--- src/common/cfg_params.svh ---
`ifndef CFG_PARAMS_SVH
`define CFG_PARAMS_SVH

// ==============================
// Address decode fields
// ==============================
`define CFG_BUS             6'd0           // Bus number match
`define CFG_DEVICE          5'd3           // Device number match
`define CFG_FUNC            3'd0           // Function number match
`define CFG_BUS_BITS        27:22          // Bus field position
`define CFG_DEVICE_BITS     21:17          // Device field position
`define CFG_FUNC_BITS       16:14          // Function field position
`define CFG_HI_BITS         13:8           // Must be zero for a mapped register
`define CFG_IDX_BITS        7:2            // Word index in register map

// ==============================
// Identity words
// ==============================
`define CFG_VENDOR_ID        16'h1A2B
`define CFG_DEVICE_ID        16'h0C41
`define CFG_SUBSYS_VENDOR_ID 16'h1A2B
`define CFG_SUBSYS_ID        16'h0001
`define CFG_CLASS            8'h03         // Display controller
`define CFG_SUBCLASS         8'h80         // Other
`define CFG_PROGIF           8'h01
`define CFG_REVISION_ID      8'h00
`define CFG_CACHE_LINE       8'h08         // In 32-bit units
`define CFG_HEADER_TYPE      8'h00         // General device
`define CFG_ROM_ADDR         32'hFFFF_FFF0
`define CFG_DEV_NAME         "CFG DEVICE  "

// ==============================
// Reset values and BAR masks
// ==============================
`define CFG_CMD_RESET        16'h4003
`define CFG_BAR0_RESET       32'hFEC0_0000
`define CFG_BAR1_RESET       32'hFED0_0000
`define CFG_BAR2_RESET       32'hFEE0_0000
`define CFG_BAR0_MASK        32'hFFF0_0000 // 1 MB window
`define CFG_BAR1_MASK        32'hFFFF_0000 // 64 kB window
`define CFG_BAR2_MASK        32'hFFFF_F000 // 4 kB window

// Holdoff timer ceiling, also the idle value
`define IRQ_HOLDOFF_MAX      6'd63

`endif
--- src/common/cfg_pkg.sv ---
`default_nettype none

package cfg_pkg;

	// Bus side widths
	typedef logic [31:0] cfg_word_t;       // Data word
	typedef logic [31:0] cfg_addr_t;       // Byte address
	typedef logic [3:0]  cfg_sel_t;        // Byte selects
	typedef logic [5:0]  cfg_reg_idx_t;    // Word index in register map

	// Interrupt side widths
	typedef logic [15:0] irq_vec_t;        // Message vector, also chain bus
	typedef logic [3:0]  irq_lines_t;      // One bit per line
	typedef logic [5:0]  irq_timer_t;      // Holdoff count

	// Register map word indexes
	typedef enum logic [5:0] {
		idx_id       = 6'h00,                // Device / vendor
		idx_cmd_stat = 6'h01,                // Status / command
		idx_class    = 6'h02,
		idx_hdr      = 6'h03,                // Header type, cache line
		idx_bar0     = 6'h04,
		idx_bar1     = 6'h05,
		idx_bar2     = 6'h06,
		idx_ones0    = 6'h07,                // Unimplemented BARs
		idx_ones1    = 6'h08,
		idx_ones2    = 6'h09,
		idx_zero0    = 6'h0A,
		idx_subsys   = 6'h0B,
		idx_rom      = 6'h0C,
		idx_zero1    = 6'h0D,
		idx_vec0     = 6'h10,                // Interrupt vectors
		idx_vec1     = 6'h11,
		idx_vec2     = 6'h12,
		idx_vec3     = 6'h13,
		idx_name0    = 6'h20,                // Device name, low word first
		idx_name1    = 6'h21,
		idx_name2    = 6'h22,
		idx_none     = 6'h3F                 // Outside the map
	} cfg_reg_e;

endpackage

`default_nettype wire

--- src/hdl/cfg_top.sv ---
`default_nettype none

module cfg_top (
	input  wire logic                clk_i,
	input  wire logic                rst_i,
	// Config bus
	input  wire logic                cs_i,
	input  wire logic                cyc_i,
	input  wire logic                we_i,
	input  wire cfg_pkg::cfg_sel_t   sel_i,
	input  wire cfg_pkg::cfg_addr_t  adr_i,
	input  wire cfg_pkg::cfg_word_t  dat_i,
	output cfg_pkg::cfg_word_t       dat_o,
	output logic                     ack_o,
	// Window selects
	output logic                     cs_bar0_o,
	output logic                     cs_bar1_o,
	output logic                     cs_bar2_o,
	// Interrupts
	input  wire cfg_pkg::irq_lines_t irq_i,
	input  wire cfg_pkg::irq_vec_t   irq_chain_i,
	output cfg_pkg::irq_vec_t        irq_chain_o
);
	import cfg_pkg::*;

	// Captured request
	logic         req_valid;
	logic         req_we;
	cfg_sel_t     req_sel;
	cfg_reg_idx_t req_idx;
	cfg_word_t    req_dat;
	cfg_word_t    rd_dat;          // Registered read mux

	// Register contents to the side blocks
	cfg_word_t bar0, bar1, bar2;
	irq_vec_t  irq_vec0, irq_vec1, irq_vec2, irq_vec3;

	cfg_bus_port u_bus_port (
		.clk_i(clk_i), .rst_i(rst_i),
		.cs_i(cs_i), .cyc_i(cyc_i), .we_i(we_i),
		.sel_i(sel_i), .adr_i(adr_i), .dat_i(dat_i),
		.rd_dat_i(rd_dat),
		.req_valid_o(req_valid), .req_we_o(req_we), .req_sel_o(req_sel),
		.req_idx_o(req_idx), .req_dat_o(req_dat),
		.ack_o(ack_o), .dat_o(dat_o)
	);

	cfg_regs u_regs (
		.clk_i(clk_i), .rst_i(rst_i),
		.req_valid_i(req_valid), .req_we_i(req_we), .req_sel_i(req_sel),
		.req_idx_i(req_idx), .req_dat_i(req_dat),
		.irq_i(irq_i),
		.rd_dat_o(rd_dat),
		.bar0_o(bar0), .bar1_o(bar1), .bar2_o(bar2),
		.irq_vec0_o(irq_vec0), .irq_vec1_o(irq_vec1),
		.irq_vec2_o(irq_vec2), .irq_vec3_o(irq_vec3)
	);

	bar_match u_bar_match (
		.cyc_i(cyc_i), .adr_i(adr_i),
		.bar0_i(bar0), .bar1_i(bar1), .bar2_i(bar2),
		.cs_bar0_o(cs_bar0_o), .cs_bar1_o(cs_bar1_o), .cs_bar2_o(cs_bar2_o)
	);

	irq_msg_gen u_irq_msg_gen (
		.clk_i(clk_i), .rst_i(rst_i),
		.irq_i(irq_i),
		.irq_vec0_i(irq_vec0), .irq_vec1_i(irq_vec1),
		.irq_vec2_i(irq_vec2), .irq_vec3_i(irq_vec3),
		.irq_chain_i(irq_chain_i),
		.irq_chain_o(irq_chain_o)
	);

endmodule

`default_nettype wire

--- src/hdl/bar_match.sv ---
`default_nettype none

`include "cfg_params.svh"

module bar_match (
	input  wire logic               cyc_i,
	input  wire cfg_pkg::cfg_addr_t adr_i,
	input  wire cfg_pkg::cfg_word_t bar0_i,
	input  wire cfg_pkg::cfg_word_t bar1_i,
	input  wire cfg_pkg::cfg_word_t bar2_i,
	output logic                    cs_bar0_o,
	output logic                    cs_bar1_o,
	output logic                    cs_bar2_o
);

	// ==============================
	// Masked window compares
	// ==============================
	// Only bits set in the mask must agree with the BAR
	// Low bits below the window size are don't-care

	assign cs_bar0_o = cyc_i && (((adr_i ^ bar0_i) & `CFG_BAR0_MASK) == 32'd0);

	assign cs_bar1_o = cyc_i && (((adr_i ^ bar1_i) & `CFG_BAR1_MASK) == 32'd0);

	assign cs_bar2_o = cyc_i && (((adr_i ^ bar2_i) & `CFG_BAR2_MASK) == 32'd0);

endmodule

`default_nettype wire

--- src/irq/irq_msg_gen.sv ---
`default_nettype none

`include "cfg_params.svh"

module irq_msg_gen (
	input  wire logic                clk_i,
	input  wire logic                rst_i,
	input  wire cfg_pkg::irq_lines_t irq_i,
	input  wire cfg_pkg::irq_vec_t   irq_vec0_i,
	input  wire cfg_pkg::irq_vec_t   irq_vec1_i,
	input  wire cfg_pkg::irq_vec_t   irq_vec2_i,
	input  wire cfg_pkg::irq_vec_t   irq_vec3_i,
	input  wire cfg_pkg::irq_vec_t   irq_chain_i,  // Upstream messages
	output cfg_pkg::irq_vec_t        irq_chain_o   // Downstream messages
);
	import cfg_pkg::*;

	irq_vec_t   vec [4];
	irq_lines_t pend_q;            // Message waiting for a free slot
	irq_timer_t timer_q [4];       // Holdoff per line
	logic       win_vld;
	logic [1:0] win_idx;           // Lowest pending line
	logic       insert;

	assign vec[0] = irq_vec0_i;
	assign vec[1] = irq_vec1_i;
	assign vec[2] = irq_vec2_i;
	assign vec[3] = irq_vec3_i;

	// Scan down so the lowest pending line is left standing
	always_comb begin
		win_vld = 1'b0;
		win_idx = 2'd0;
		for (int i = 3; i >= 0; i--) begin
			if (pend_q[i]) begin
				win_vld = 1'b1;
				win_idx = i[1:0];
			end
		end
	end

	// Chain slot is free only when upstream sends nothing
	assign insert = win_vld && (irq_chain_i == '0);

	// ==============================
	// Pending flags, timers, chain
	// ==============================
	always_ff @(posedge clk_i) begin
		if (rst_i) begin
			pend_q      <= '0;
			irq_chain_o <= '0;
			for (int i = 0; i < 4; i++)
				timer_q[i] <= `IRQ_HOLDOFF_MAX; // Ready to fire
		end
		else begin
			irq_chain_o <= irq_chain_i;           // Default pass-through
			for (int i = 0; i < 4; i++) begin
				if (timer_q[i] != `IRQ_HOLDOFF_MAX)
					timer_q[i] <= timer_q[i] + irq_timer_t'(1); // Saturating count
				if (irq_i[i] && timer_q[i] == `IRQ_HOLDOFF_MAX)
					pend_q[i] <= 1'b1;
			end
			// Winner overrides pass-through and restarts its holdoff
			if (insert) begin
				irq_chain_o      <= vec[win_idx];
				pend_q[win_idx]  <= 1'b0;
				timer_q[win_idx] <= '0;
			end
		end
	end

endmodule

`default_nettype wire

--- src/cfg_regs/cfg_regs.sv ---
`default_nettype none

`include "cfg_params.svh"

module cfg_regs (
	input  wire logic                  clk_i,
	input  wire logic                  rst_i,
	input  wire logic                  req_valid_i,
	input  wire logic                  req_we_i,
	input  wire cfg_pkg::cfg_sel_t     req_sel_i,
	input  wire cfg_pkg::cfg_reg_idx_t req_idx_i,
	input  wire cfg_pkg::cfg_word_t    req_dat_i,
	input  wire cfg_pkg::irq_lines_t   irq_i,
	output cfg_pkg::cfg_word_t         rd_dat_o,
	output cfg_pkg::cfg_word_t         bar0_o,
	output cfg_pkg::cfg_word_t         bar1_o,
	output cfg_pkg::cfg_word_t         bar2_o,
	output cfg_pkg::irq_vec_t          irq_vec0_o,
	output cfg_pkg::irq_vec_t          irq_vec1_o,
	output cfg_pkg::irq_vec_t          irq_vec2_o,
	output cfg_pkg::irq_vec_t          irq_vec3_o
);
	import cfg_pkg::*;

	localparam logic [95:0] dev_name   = `CFG_DEV_NAME;
	localparam logic [15:0] stat_fixed = 16'h02A0;  // 66 MHz, fast b2b, medium DEVSEL

	logic [15:0] cmd_q;            // Command register as written
	logic [15:0] cmd_rd;           // With forced bits applied
	logic [15:0] stat_rd;
	irq_vec_t    vec_q [4];
	logic        wr_en;

	// All-ones full write returns the size mask, else byte merge
	function automatic cfg_word_t fn_bar_wr(input cfg_word_t cur, input cfg_word_t mask,
		input cfg_sel_t sel, input cfg_word_t dat);
		cfg_word_t nxt;
		nxt = cur;
		if (&sel && dat == '1)
			nxt = mask;                 // Sizing probe
		else
			for (int b = 0; b < 4; b++)
				if (sel[b])
					nxt[b*8 +: 8] = dat[b*8 +: 8];
		return nxt;
	endfunction

	assign wr_en = req_valid_i && req_we_i;

	// ==============================
	// Command and status
	// ==============================
	always_comb begin
		cmd_rd        = cmd_q;
		cmd_rd[3]     = 1'b0;         // No special cycles
		cmd_rd[4]     = 1'b0;         // No write-and-invalidate
		cmd_rd[5]     = 1'b0;         // No palette snoop
		cmd_rd[7]     = 1'b0;         // Reserved
		cmd_rd[9]     = 1'b1;         // Fast back-to-back always on
		cmd_rd[15:11] = 5'd0;         // Reserved
	end

	always_comb begin
		stat_rd    = stat_fixed;
		stat_rd[3] = |irq_i;          // Interrupt status
	end

	// ==============================
	// Register writes
	// ==============================
	always_ff @(posedge clk_i) begin
		if (rst_i) begin
			cmd_q  <= `CFG_CMD_RESET;
			bar0_o <= `CFG_BAR0_RESET;
			bar1_o <= `CFG_BAR1_RESET;
			bar2_o <= `CFG_BAR2_RESET;
			for (int i = 0; i < 4; i++)
				vec_q[i] <= '0;
		end
		else if (wr_en) begin
			case (req_idx_i)
				idx_cmd_stat: begin
					if (req_sel_i[0]) cmd_q[7:0]  <= req_dat_i[7:0];
					if (req_sel_i[1]) cmd_q[15:8] <= req_dat_i[15:8];
				end
				idx_bar0: bar0_o <= fn_bar_wr(bar0_o, `CFG_BAR0_MASK, req_sel_i, req_dat_i);
				idx_bar1: bar1_o <= fn_bar_wr(bar1_o, `CFG_BAR1_MASK, req_sel_i, req_dat_i);
				idx_bar2: bar2_o <= fn_bar_wr(bar2_o, `CFG_BAR2_MASK, req_sel_i, req_dat_i);
				idx_vec0, idx_vec1, idx_vec2, idx_vec3:
					if (&req_sel_i)           // Full word writes only
						vec_q[req_idx_i[1:0]] <= req_dat_i[15:0];
				default: ;                  // Read-only or unmapped
			endcase
		end
	end

	assign irq_vec0_o = vec_q[0];
	assign irq_vec1_o = vec_q[1];
	assign irq_vec2_o = vec_q[2];
	assign irq_vec3_o = vec_q[3];

	// ==============================
	// Read mux, one register stage
	// ==============================
	always_ff @(posedge clk_i) begin
		case (req_idx_i)
			idx_id:       rd_dat_o <= {`CFG_DEVICE_ID, `CFG_VENDOR_ID};
			idx_cmd_stat: rd_dat_o <= {stat_rd, cmd_rd};
			idx_class:    rd_dat_o <= {`CFG_CLASS, `CFG_SUBCLASS, `CFG_PROGIF, `CFG_REVISION_ID};
			idx_hdr:      rd_dat_o <= {8'h00, `CFG_HEADER_TYPE, 8'h00, `CFG_CACHE_LINE};
			idx_bar0:     rd_dat_o <= bar0_o;
			idx_bar1:     rd_dat_o <= bar1_o;
			idx_bar2:     rd_dat_o <= bar2_o;
			idx_ones0, idx_ones1, idx_ones2:
				rd_dat_o <= '1;             // BARs not implemented
			idx_zero0, idx_zero1:
				rd_dat_o <= '0;
			idx_subsys:   rd_dat_o <= {`CFG_SUBSYS_ID, `CFG_SUBSYS_VENDOR_ID};
			idx_rom:      rd_dat_o <= `CFG_ROM_ADDR;
			idx_vec0:     rd_dat_o <= {16'h0000, vec_q[0]};
			idx_vec1:     rd_dat_o <= {16'h0000, vec_q[1]};
			idx_vec2:     rd_dat_o <= {16'h0000, vec_q[2]};
			idx_vec3:     rd_dat_o <= {16'h0000, vec_q[3]};
			idx_name0:    rd_dat_o <= dev_name[31:0];
			idx_name1:    rd_dat_o <= dev_name[63:32];
			idx_name2:    rd_dat_o <= dev_name[95:64];
			default:      rd_dat_o <= '0;  // Holes and out-of-range read zero
		endcase
	end

endmodule

`default_nettype wire

--- src/hdl/cfg_bus_port.sv ---
`default_nettype none

`include "cfg_params.svh"

module cfg_bus_port (
	input  wire logic               clk_i,
	input  wire logic               rst_i,
	input  wire logic               cs_i,
	input  wire logic               cyc_i,
	input  wire logic               we_i,
	input  wire cfg_pkg::cfg_sel_t  sel_i,
	input  wire cfg_pkg::cfg_addr_t adr_i,
	input  wire cfg_pkg::cfg_word_t dat_i,
	input  wire cfg_pkg::cfg_word_t rd_dat_i,     // From register read mux
	output logic                    req_valid_o,
	output logic                    req_we_o,
	output cfg_pkg::cfg_sel_t       req_sel_o,
	output cfg_pkg::cfg_reg_idx_t   req_idx_o,
	output cfg_pkg::cfg_word_t      req_dat_o,
	output logic                    ack_o,
	output cfg_pkg::cfg_word_t      dat_o
);
	import cfg_pkg::*;

	logic         cfg_hit;         // This function is addressed
	logic         hi_zero;         // Address lies in the mapped page
	cfg_reg_idx_t idx_next;
	logic         rd_vld;          // Read mux output now valid

	// ==============================
	// Address decode
	// ==============================
	assign cfg_hit = cs_i && cyc_i &&
		adr_i[`CFG_BUS_BITS] == `CFG_BUS &&
		adr_i[`CFG_DEVICE_BITS] == `CFG_DEVICE &&
		adr_i[`CFG_FUNC_BITS] == `CFG_FUNC;

	assign hi_zero = adr_i[`CFG_HI_BITS] == '0;

	// Upper page bits push the access outside the map
	assign idx_next = hi_zero ? cfg_reg_idx_t'(adr_i[`CFG_IDX_BITS]) : idx_none;

	// ==============================
	// Request capture
	// ==============================
	always_ff @(posedge clk_i) begin
		req_we_o  <= we_i;            // Payload, no reset
		req_sel_o <= sel_i;
		req_idx_o <= idx_next;
		req_dat_o <= dat_i;
	end

	// ==============================
	// Valid pipeline and response
	// ==============================
	always_ff @(posedge clk_i) begin
		if (rst_i) begin
			req_valid_o <= 1'b0;
			rd_vld      <= 1'b0;
			ack_o       <= 1'b0;
			dat_o       <= '0;
		end
		else begin
			req_valid_o <= cfg_hit;     // Stage 0, write lands on next edge
			rd_vld      <= req_valid_o; // Stage 1, read mux has sampled
			ack_o       <= rd_vld;      // Stage 2
			// Data bus stays low outside an ack cycle
			dat_o <= rd_vld ? rd_dat_i : '0;
		end
	end

endmodule

`default_nettype wire

--- config.mk ---
export PLATFORM = sky130hd
export DESIGN_NAME = cfg_top
export DESIGN_NICKNAME = d
export VERILOG_FILES = /design/src/common/cfg_pkg.sv /design/src/hdl/cfg_top.sv /design/src/hdl/bar_match.sv /design/src/irq/irq_msg_gen.sv /design/src/cfg_regs/cfg_regs.sv /design/src/hdl/cfg_bus_port.sv
export VERILOG_INCLUDE_DIRS = /design/src /design/src/common
export SDC_FILE = /design/constraint.sdc
export NUM_CORES = 1
export LEC_CHECK = 0
export BUFFER_PORTS_ARGS = -buffer_cell sky130_fd_sc_hd__buf_2
export CORE_MARGIN = 10
export CORE_UTILIZATION = 35
export CTS_BUF_LIST = sky130_fd_sc_hd__clkbuf_8
export DETAILED_ROUTE_END_ITERATION = 6
export GPL_TIMING_DRIVEN = 1
export MAX_ROUTING_LAYER = met4
export PLACE_DENSITY = 0.55
export SYNTH_ARGS = -nofsm -noshare
export SYNTH_HDL_FRONTEND = slang
export SYNTH_HIERARCHICAL = 1
export SYNTH_SLANG_ARGS = --single-unit
--- constraint.sdc ---
create_clock -name clk_i -period 3.3 [get_ports clk_i]
set_input_delay 0.825 -clock clk_i [delete_from_list [all_inputs] [get_ports clk_i]]
set_output_delay 0.825 -clock clk_i [all_outputs]
set_load 0.005 [all_outputs]
Word-level counts from Yosys, hierarchy flattened
Memory sizes are Yosys's and may differ from the RTL's. Index checks and enable logic that the tools add are counted.

Bits in latches: 0. Bits of input ports: 93. Output and inout bits: 52. ROM bits: 0. RAM bits: 88. Memories: 2. Bits in registers: 236.

Memory list: u_regs.vec_q (depth 4, width 16, rd ports 4, clocked after memory_dff 0, write ports 4, line cfg_regs.sv:31) `irq_vec_t vec_q [4];`; u_irq_msg_gen.timer_q (depth 4, width 6, rd ports 4, clocked after memory_dff 0, write ports 5, line irq_msg_gen.sv:20) `irq_timer_t timer_q [4];`.

Reductions and logical operators: 47. Shift operators: 0. Add/sub/neg operators: 4. Equal/unequal tests: 28. Divide/modulo/power cells: 0. Bitwise operators: 11. $lt $le $gt $ge: 3. Multiplexer cells: 60. $mul: 0.

Operator list (count): 32-bit one-hot mux with 17 select lines (1); 32-bit logical NOT (3); 32-bit two-way mux (3); 32-bit XOR (3); 16-bit two-way mux (4); 6-bit equality test (second input constant) (7); 3-bit AND reduction (14); 1-bit two-way mux (36); 16-bit binary-select mux with 2-bit select (1); 32-bit equality test (second input constant) (1); 8-bit two-way mux (4); 6-bit by 1-bit adder with 6-bit output (second input constant) (4); 6-bit by 3-bit equality test with 1-bit output (second input constant) (4); 6-bit by 4-bit equality test with 1-bit output (second input constant) (4); 6-bit by 5-bit equality test with 1-bit output (second input constant) (4); 6-bit two-way mux (4); 6-bit inequality test (second input constant) (4); 6-bit logical NOT (3); 16-bit logical NOT (1); 16-bit OR reduction (1); 1-bit logical AND (15); 6-bit by 2-bit equality test with 1-bit output (second input constant) (2); 2-bit two-way mux (5); 2-bit nonzero test (4); other kinds (17) (21).

Logic depth before layout (Yosys ltp)
Word-level depth: 11. Gate-level depth with buffers: 7. Gate-level depth less buffers: 5.

Hierarchy
Netlist, hierarchy kept.

By module, submodules not included: cfg_regs (cells each 891, instances 1, area an instance 8767.2 um^2); irq_msg_gen (cells each 276, instances 1, area an instance 2521.2 um^2); cfg_bus_port (cells each 130, instances 1, area an instance 1889.3 um^2); bar_match (cells each 66, instances 1, area an instance 531.8 um^2).

Worst setup path before layout
OpenSTA, ideal clock, no wires.

Path kind: register to register. Start point: register u_bus_port.req_idx_o[5]. End point: memory u_regs/vec_q[3][0] (netlist name) (enable). Arrival time: 2.800 ns. Cell stages (with the launch flop): 4. Library setup time: 0.435 ns. Setup slack: 0.065 ns. Clock period less this slack: 3.235 ns. Path buffers: 1. Cells stage by stage: dfxtp_1 -> or4b_1 -> buf_2 -> o41ai_1.

RTL lines: start, declared (line cfg_bus_port.sv:18) `output cfg_pkg::cfg_reg_idx_t req_idx_o,`; start signal, assigned (line cfg_bus_port.sv:49) `req_idx_o <= idx_next;`; end, declared (line cfg_regs.sv:31).

Final worst setup path
Start point: register u_regs.bar2_o[13]. End point: output port cs_bar2_o.

Word-level cells in the longest chain between the ends: 3.

RTL lines: start, declared (line cfg_regs.sv:17) `output cfg_pkg::cfg_word_t bar2_o,`; start signal, assigned (line cfg_regs.sv:76) `` bar2_o <= `CFG_BAR2_RESET; ``; start signal, assigned (line cfg_regs.sv:88) `` idx_bar2: bar2_o <= fn_bar_wr(bar2_o, `CFG_BAR2_MASK, req_sel_i, req_dat_i); ``; 32-bit XOR (line bar_match.sv:26) `` assign cs_bar2_o = cyc_i && (((adr_i ^ bar2_i) & `CFG_BAR2_MASK) == 32'd0); ``; 32-bit logical NOT (line bar_match.sv:26); 1-bit logical AND (line bar_match.sv:26); end, declared (line cfg_top.sv:18) `output logic cs_bar2_o,`.

No other way between the ends.

==> summary.log <==
qor: die.horizontal_extent_of_the_die 217.9 microns
qor: cells_and_area.design_area 16310 sq um
qor: synthesis.synth_cells 1363
qor: setup_path.worst-setup-path-type register to output port
qor: synthesis.syn_nets 1460
qor: cts.cts_post_setup_buffers_inserted 0
qor: cts.clock-sinks 320
qor: route.via_per_inst 5.392
qor: placed_design.routabilityCongestion 0.9300
qor: power.vdd_drop_max 0.2334 mV
qor: global_routing.gr-total-overflow 0
qor: route.detailedRoute.firstPassIterationCount 7
qor: sta.finalWorstSetupSlack 420.0 ps
qor: placed_design.placed_cell_area 15100 sq um
qor: sta.fin_hold_ws 284.6 ps
qor: setup_path.worstSetupStartpointType register
qor: hold_path.hold_path_class input port to register
qor: sta.timing_worst_slew_pin_value 963.4 ps
qor: placed_design.hpwlAfterDp 32.70 mm
qor: setup_path.worstSetupEndpointType output port
qor: power.final_total_pwr 9.728 mW
qor: synthesis.synth_seq_cells 320
qor: die.core 38650 sq um
qor: sta.final-max-slew-violation-count 0
qor: global_routing.grt_max_degree 59
qor: synthesis.netlist-cell-type-count 71
qor: route.final_antenna_net_count 0
qor: synthesis.synth_warnings 6
qor: cells_and_area.drive_above_1_share 0.2164
qor: route.detail_route.wl_per_cell 21.86 microns
qor: cts.postCtsResizedCells 0
qor: die.top_level_ports 145
qor: cells_and_area.instances_no_fill 2081
qor: die.die_y 217.9 microns
qor: global_routing.grt_pass1_vias 10750
qor: route.drc 0
qor: sta.finalCriticalPeriod 2880 ps
qor: global_routing.grt_first_pass_wirelength 68.15 mm
qor: placed_design.dpl_ws 431.2 ps
qor: power.p_leak 6.524 nW
qor: route.initialDrtViolationCount 1154
qor: synthesis.post_synth_xor_area_fraction 0.03322
qor: synthesis.synthAdderAreaFrac 0.003651
qor: cells_and_area.finish.net_count 1615
qor: synthesis.synth_async_reset_ratio 0
qor: global_routing.grtUsageTotal 0.1922
qor: sta.setup_skew 25.30 ps
qor: placed_design.dpl.cell_count 1980
qor: cells_and_area.post-route-util 0.4221
qor: die.rows 72
qor: sta.setup-violations-final 0
qor: synthesis.share_of_the_synthesized_area_in_compound_gates_ao_oa_aoi_oai 0.1498
qor: cts.cts.reportedPaths.clkPinSlew 70 ps
qor: synthesis.synth_seq_area_share 0.5140
qor: cts.tritoncts_clock_tree yes
qor: cells_and_area.areaGrowthSynthToFinish 19.00%
qor: route.route.final.wire_length 45.49 mm
qor: cts.tritoncts.num_buffers 54
qor: placed_design.place.port_buffers 142
qor: cts.postCtsHoldBufs 0
qor: setup_path.critical_path.max_fanout 3
qor: global_routing.grt_antenna_before_repair 2
qor: sta.final_hold_viol_count 0
qor: sta.slew-limit-headroom 0.3487
qor: run.max_cap_viol_count 0
qor: route.routed-via-count 11220
qor: setup_path.worst-endpoint-arrival 2060 ps
qor: cts.clk_root_buffer_cell sky130_fd_sc_hd__clkbuf_8
qor: cts.clockBufferDepth 3
qor: run_status.result_of_the_run complete, no violations
qor: cts.clock_latency 640 ps
qor: synthesis.combinational_family_with_the_most_area_after_synthesis simple AND/OR/NAND/NOR gates
qor: power.cellPowerDensity 596.3 nW/um^2
qor: sta.timing.setup.tns 0 ps
qor: synthesis.post_synth_and_or_nand_nor_area_fraction 0.2172
qor: sta.fmaxAchievable 347.2 MHz
qor: synthesis.synth-edff-count 64
qor: sta.rsz_0062_raised_after_global_routing no
qor: sta.timing.final.crit_share 0.8727
qor: synthesis.synth.area.mux_share 0.03130
qor: synthesis.postSynth.topFlopCell sky130_fd_sc_hd__dfxtp_1
qor: die.design.die.area 47490 sq um
qor: setup_path.r2r_setup_slack 620 ps
qor: cts.cts.htree.levels 2
qor: die.floorplan.initialDensity 0.3547
qor: synthesis.avgSynthCellArea 10.06 sq um
qor: synthesis.netlist_area 13710 sq um
qor: setup_path.worst_ep_required_time 2470 ps
==> logic make-up (layout without fill, tap and decap cells) <==
kind of cell,after synthesis,count (layout)
simple gates,524,524
fa+ha+maj,4,4
other cells,0,1
flops,320,320
compound gates,262,262
mux,39,39
buf+inv,162,361
xor+xnor,52,52
==> cell type report <==
type	instances	area (sq um)
diodes	1	2.502
clock buffers	63	867.1
clock inverters	37	349.1
fillers	3714	22330
inverters	64	240.2
multi-input cells	881	5997
flip-flops and latches	320	7047
well taps	518	648.1
repair buffers	197	1164
==> power by group <==
part	internal, mW	leakage [nW]	switching (mW)
Combinational	0.567	3.14	0.759
Clock	2.30	0.671	1.67
Sequential	4.18	2.72	0.260
Total	7.04	6.52	2.69
==> placed cells by master (no fill, tap or decap), types with 49 or more instances in the layout <==
master,instances
sky130_fd_sc_hd__and2_1,50
sky130_fd_sc_hd__and3_1,78
sky130_fd_sc_hd__buf_2,141
sky130_fd_sc_hd__buf_4,53
sky130_fd_sc_hd__clkbuf_8,63
sky130_fd_sc_hd__dfxtp_1,256
sky130_fd_sc_hd__edfxtp_1,64
sky130_fd_sc_hd__inv_1,77
sky130_fd_sc_hd__nand2_1,134
sky130_fd_sc_hd__nand3_1,60
sky130_fd_sc_hd__o32ai_1,49
==> worst max-delay path, stage by stage, from the launching register on <==
cell	delay, ps
sky130_fd_sc_hd__dfxtp_1	340
sky130_fd_sc_hd__xor2_1	190
sky130_fd_sc_hd__nor4_1	290
sky130_fd_sc_hd__nand4_1	140
sky130_fd_sc_hd__nor4_1	300
sky130_fd_sc_hd__buf_2	180
==> cell usage after synthesis, types with 4 or more instances <==
| library cell | n | area (sq um) |
|---|---|---|
| sky130_fd_sc_hd__buf_1 | 4 | 15.01 |
| sky130_fd_sc_hd__or2_2 | 9 | 56.30 |
| sky130_fd_sc_hd__nor4_1 | 13 | 81.33 |
| sky130_fd_sc_hd__and3_1 | 78 | 488.0 |
| sky130_fd_sc_hd__o21bai_1 | 12 | 90.09 |
| sky130_fd_sc_hd__ha_1 | 4 | 50.05 |
| sky130_fd_sc_hd__mux2i_1 | 35 | 350.3 |
| sky130_fd_sc_hd__nor2b_1 | 24 | 150.1 |
| sky130_fd_sc_hd__a22o_1 | 11 | 96.34 |
| sky130_fd_sc_hd__buf_4 | 4 | 30.03 |
| sky130_fd_sc_hd__nor2_1 | 35 | 131.4 |
| sky130_fd_sc_hd__o211ai_1 | 10 | 75.07 |
| sky130_fd_sc_hd__a21boi_0 | 8 | 60.06 |
| sky130_fd_sc_hd__dfxtp_1 | 256 | 5125 |
| sky130_fd_sc_hd__buf_2 | 26 | 130.1 |
| sky130_fd_sc_hd__nand2_1 | 134 | 503.0 |
| sky130_fd_sc_hd__a21o_1 | 8 | 60.06 |
| sky130_fd_sc_hd__nand2b_1 | 12 | 75.07 |
| sky130_fd_sc_hd__a311oi_2 | 9 | 135.1 |
| sky130_fd_sc_hd__a32oi_1 | 6 | 52.55 |
| sky130_fd_sc_hd__a222oi_1 | 16 | 160.2 |
| sky130_fd_sc_hd__o32ai_1 | 49 | 429.2 |
| sky130_fd_sc_hd__a2111oi_0 | 7 | 61.31 |
| sky130_fd_sc_hd__nor3_1 | 8 | 40.04 |
| sky130_fd_sc_hd__nand4b_1 | 8 | 70.07 |
| sky130_fd_sc_hd__a31o_2 | 9 | 78.83 |
| sky130_fd_sc_hd__clkbuf_1 | 56 | 210.2 |
| sky130_fd_sc_hd__inv_1 | 64 | 240.2 |
| sky130_fd_sc_hd__nand3b_1 | 16 | 120.1 |
| sky130_fd_sc_hd__buf_6 | 5 | 56.30 |
| sky130_fd_sc_hd__or2_1 | 6 | 37.54 |
| sky130_fd_sc_hd__and2_1 | 50 | 312.8 |
| sky130_fd_sc_hd__o21ai_0 | 18 | 90.09 |
| sky130_fd_sc_hd__a22oi_1 | 41 | 307.8 |
| sky130_fd_sc_hd__nand3_1 | 60 | 300.3 |
| sky130_fd_sc_hd__a21oi_1 | 36 | 180.2 |
| sky130_fd_sc_hd__nor4b_1 | 6 | 52.55 |
| sky130_fd_sc_hd__edfxtp_1 | 64 | 1922 |
| sky130_fd_sc_hd__xnor2_1 | 32 | 280.3 |
| sky130_fd_sc_hd__nor3_2 | 10 | 100.1 |
| sky130_fd_sc_hd__nand4_1 | 29 | 181.4 |
| sky130_fd_sc_hd__a221oi_1 | 7 | 61.31 |
| sky130_fd_sc_hd__xor2_1 | 20 | 175.2 |
==> layer usage <==
| layer | GRT usage | vias to the layer above | share of wire |
|---|---|---|---|
| met2 | 0.2806 | 502 | 0.44 |
| li1 | - | 5308 | - |
| met3 | 0.03939 | 78 | 0.082 |
| met5 | - | - | 0 |
| met1 | 0.2630 | 5332 | 0.46 |
| met4 | 0.05647 | 0 | 0.023 |
==> state kept, by name (all words and copies together), names as in the netlist, 4 cells and up <==
| name | count |
|---|---|
| u_regs/vec_q | 64 |
| u_bus_port/dat_o | 32 |
| u_bus_port/req_dat_o | 32 |
| u_regs/bar0_o | 32 |
| u_regs/bar1_o | 32 |
| u_regs/bar2_o | 32 |
| u_regs/rd_dat_o | 32 |
| u_irq_msg_gen/timer_q | 24 |
| u_irq_msg_gen/irq_chain_o | 16 |
| u_bus_port/req_idx_o | 6 |
| u_regs/cmd_q | 6 |
| u_bus_port/req_sel_o | 4 |
| u_irq_msg_gen/pend_q | 4 |
==> worst paths after layout <==
path	to	start	cells after the start
setup / recovery	cs_bar2_o	u_regs/bar2_o[13]$_SDFFE_PP0P_	5
hold / removal	u_bus_port/req_dat_o[26]$_DFF_P_	dat_i[26]	1
setup reg to reg	u_regs/rd_dat_o[12]$_DFF_P_	u_bus_port/req_idx_o[1]$_SDFF_PP1_	5
hold reg to reg	u_bus_port/dat_o[14]$_SDFF_PP0_	u_regs/rd_dat_o[14]$_DFF_P_	1
No activity file was read; power rests on OpenSTA's default activity.
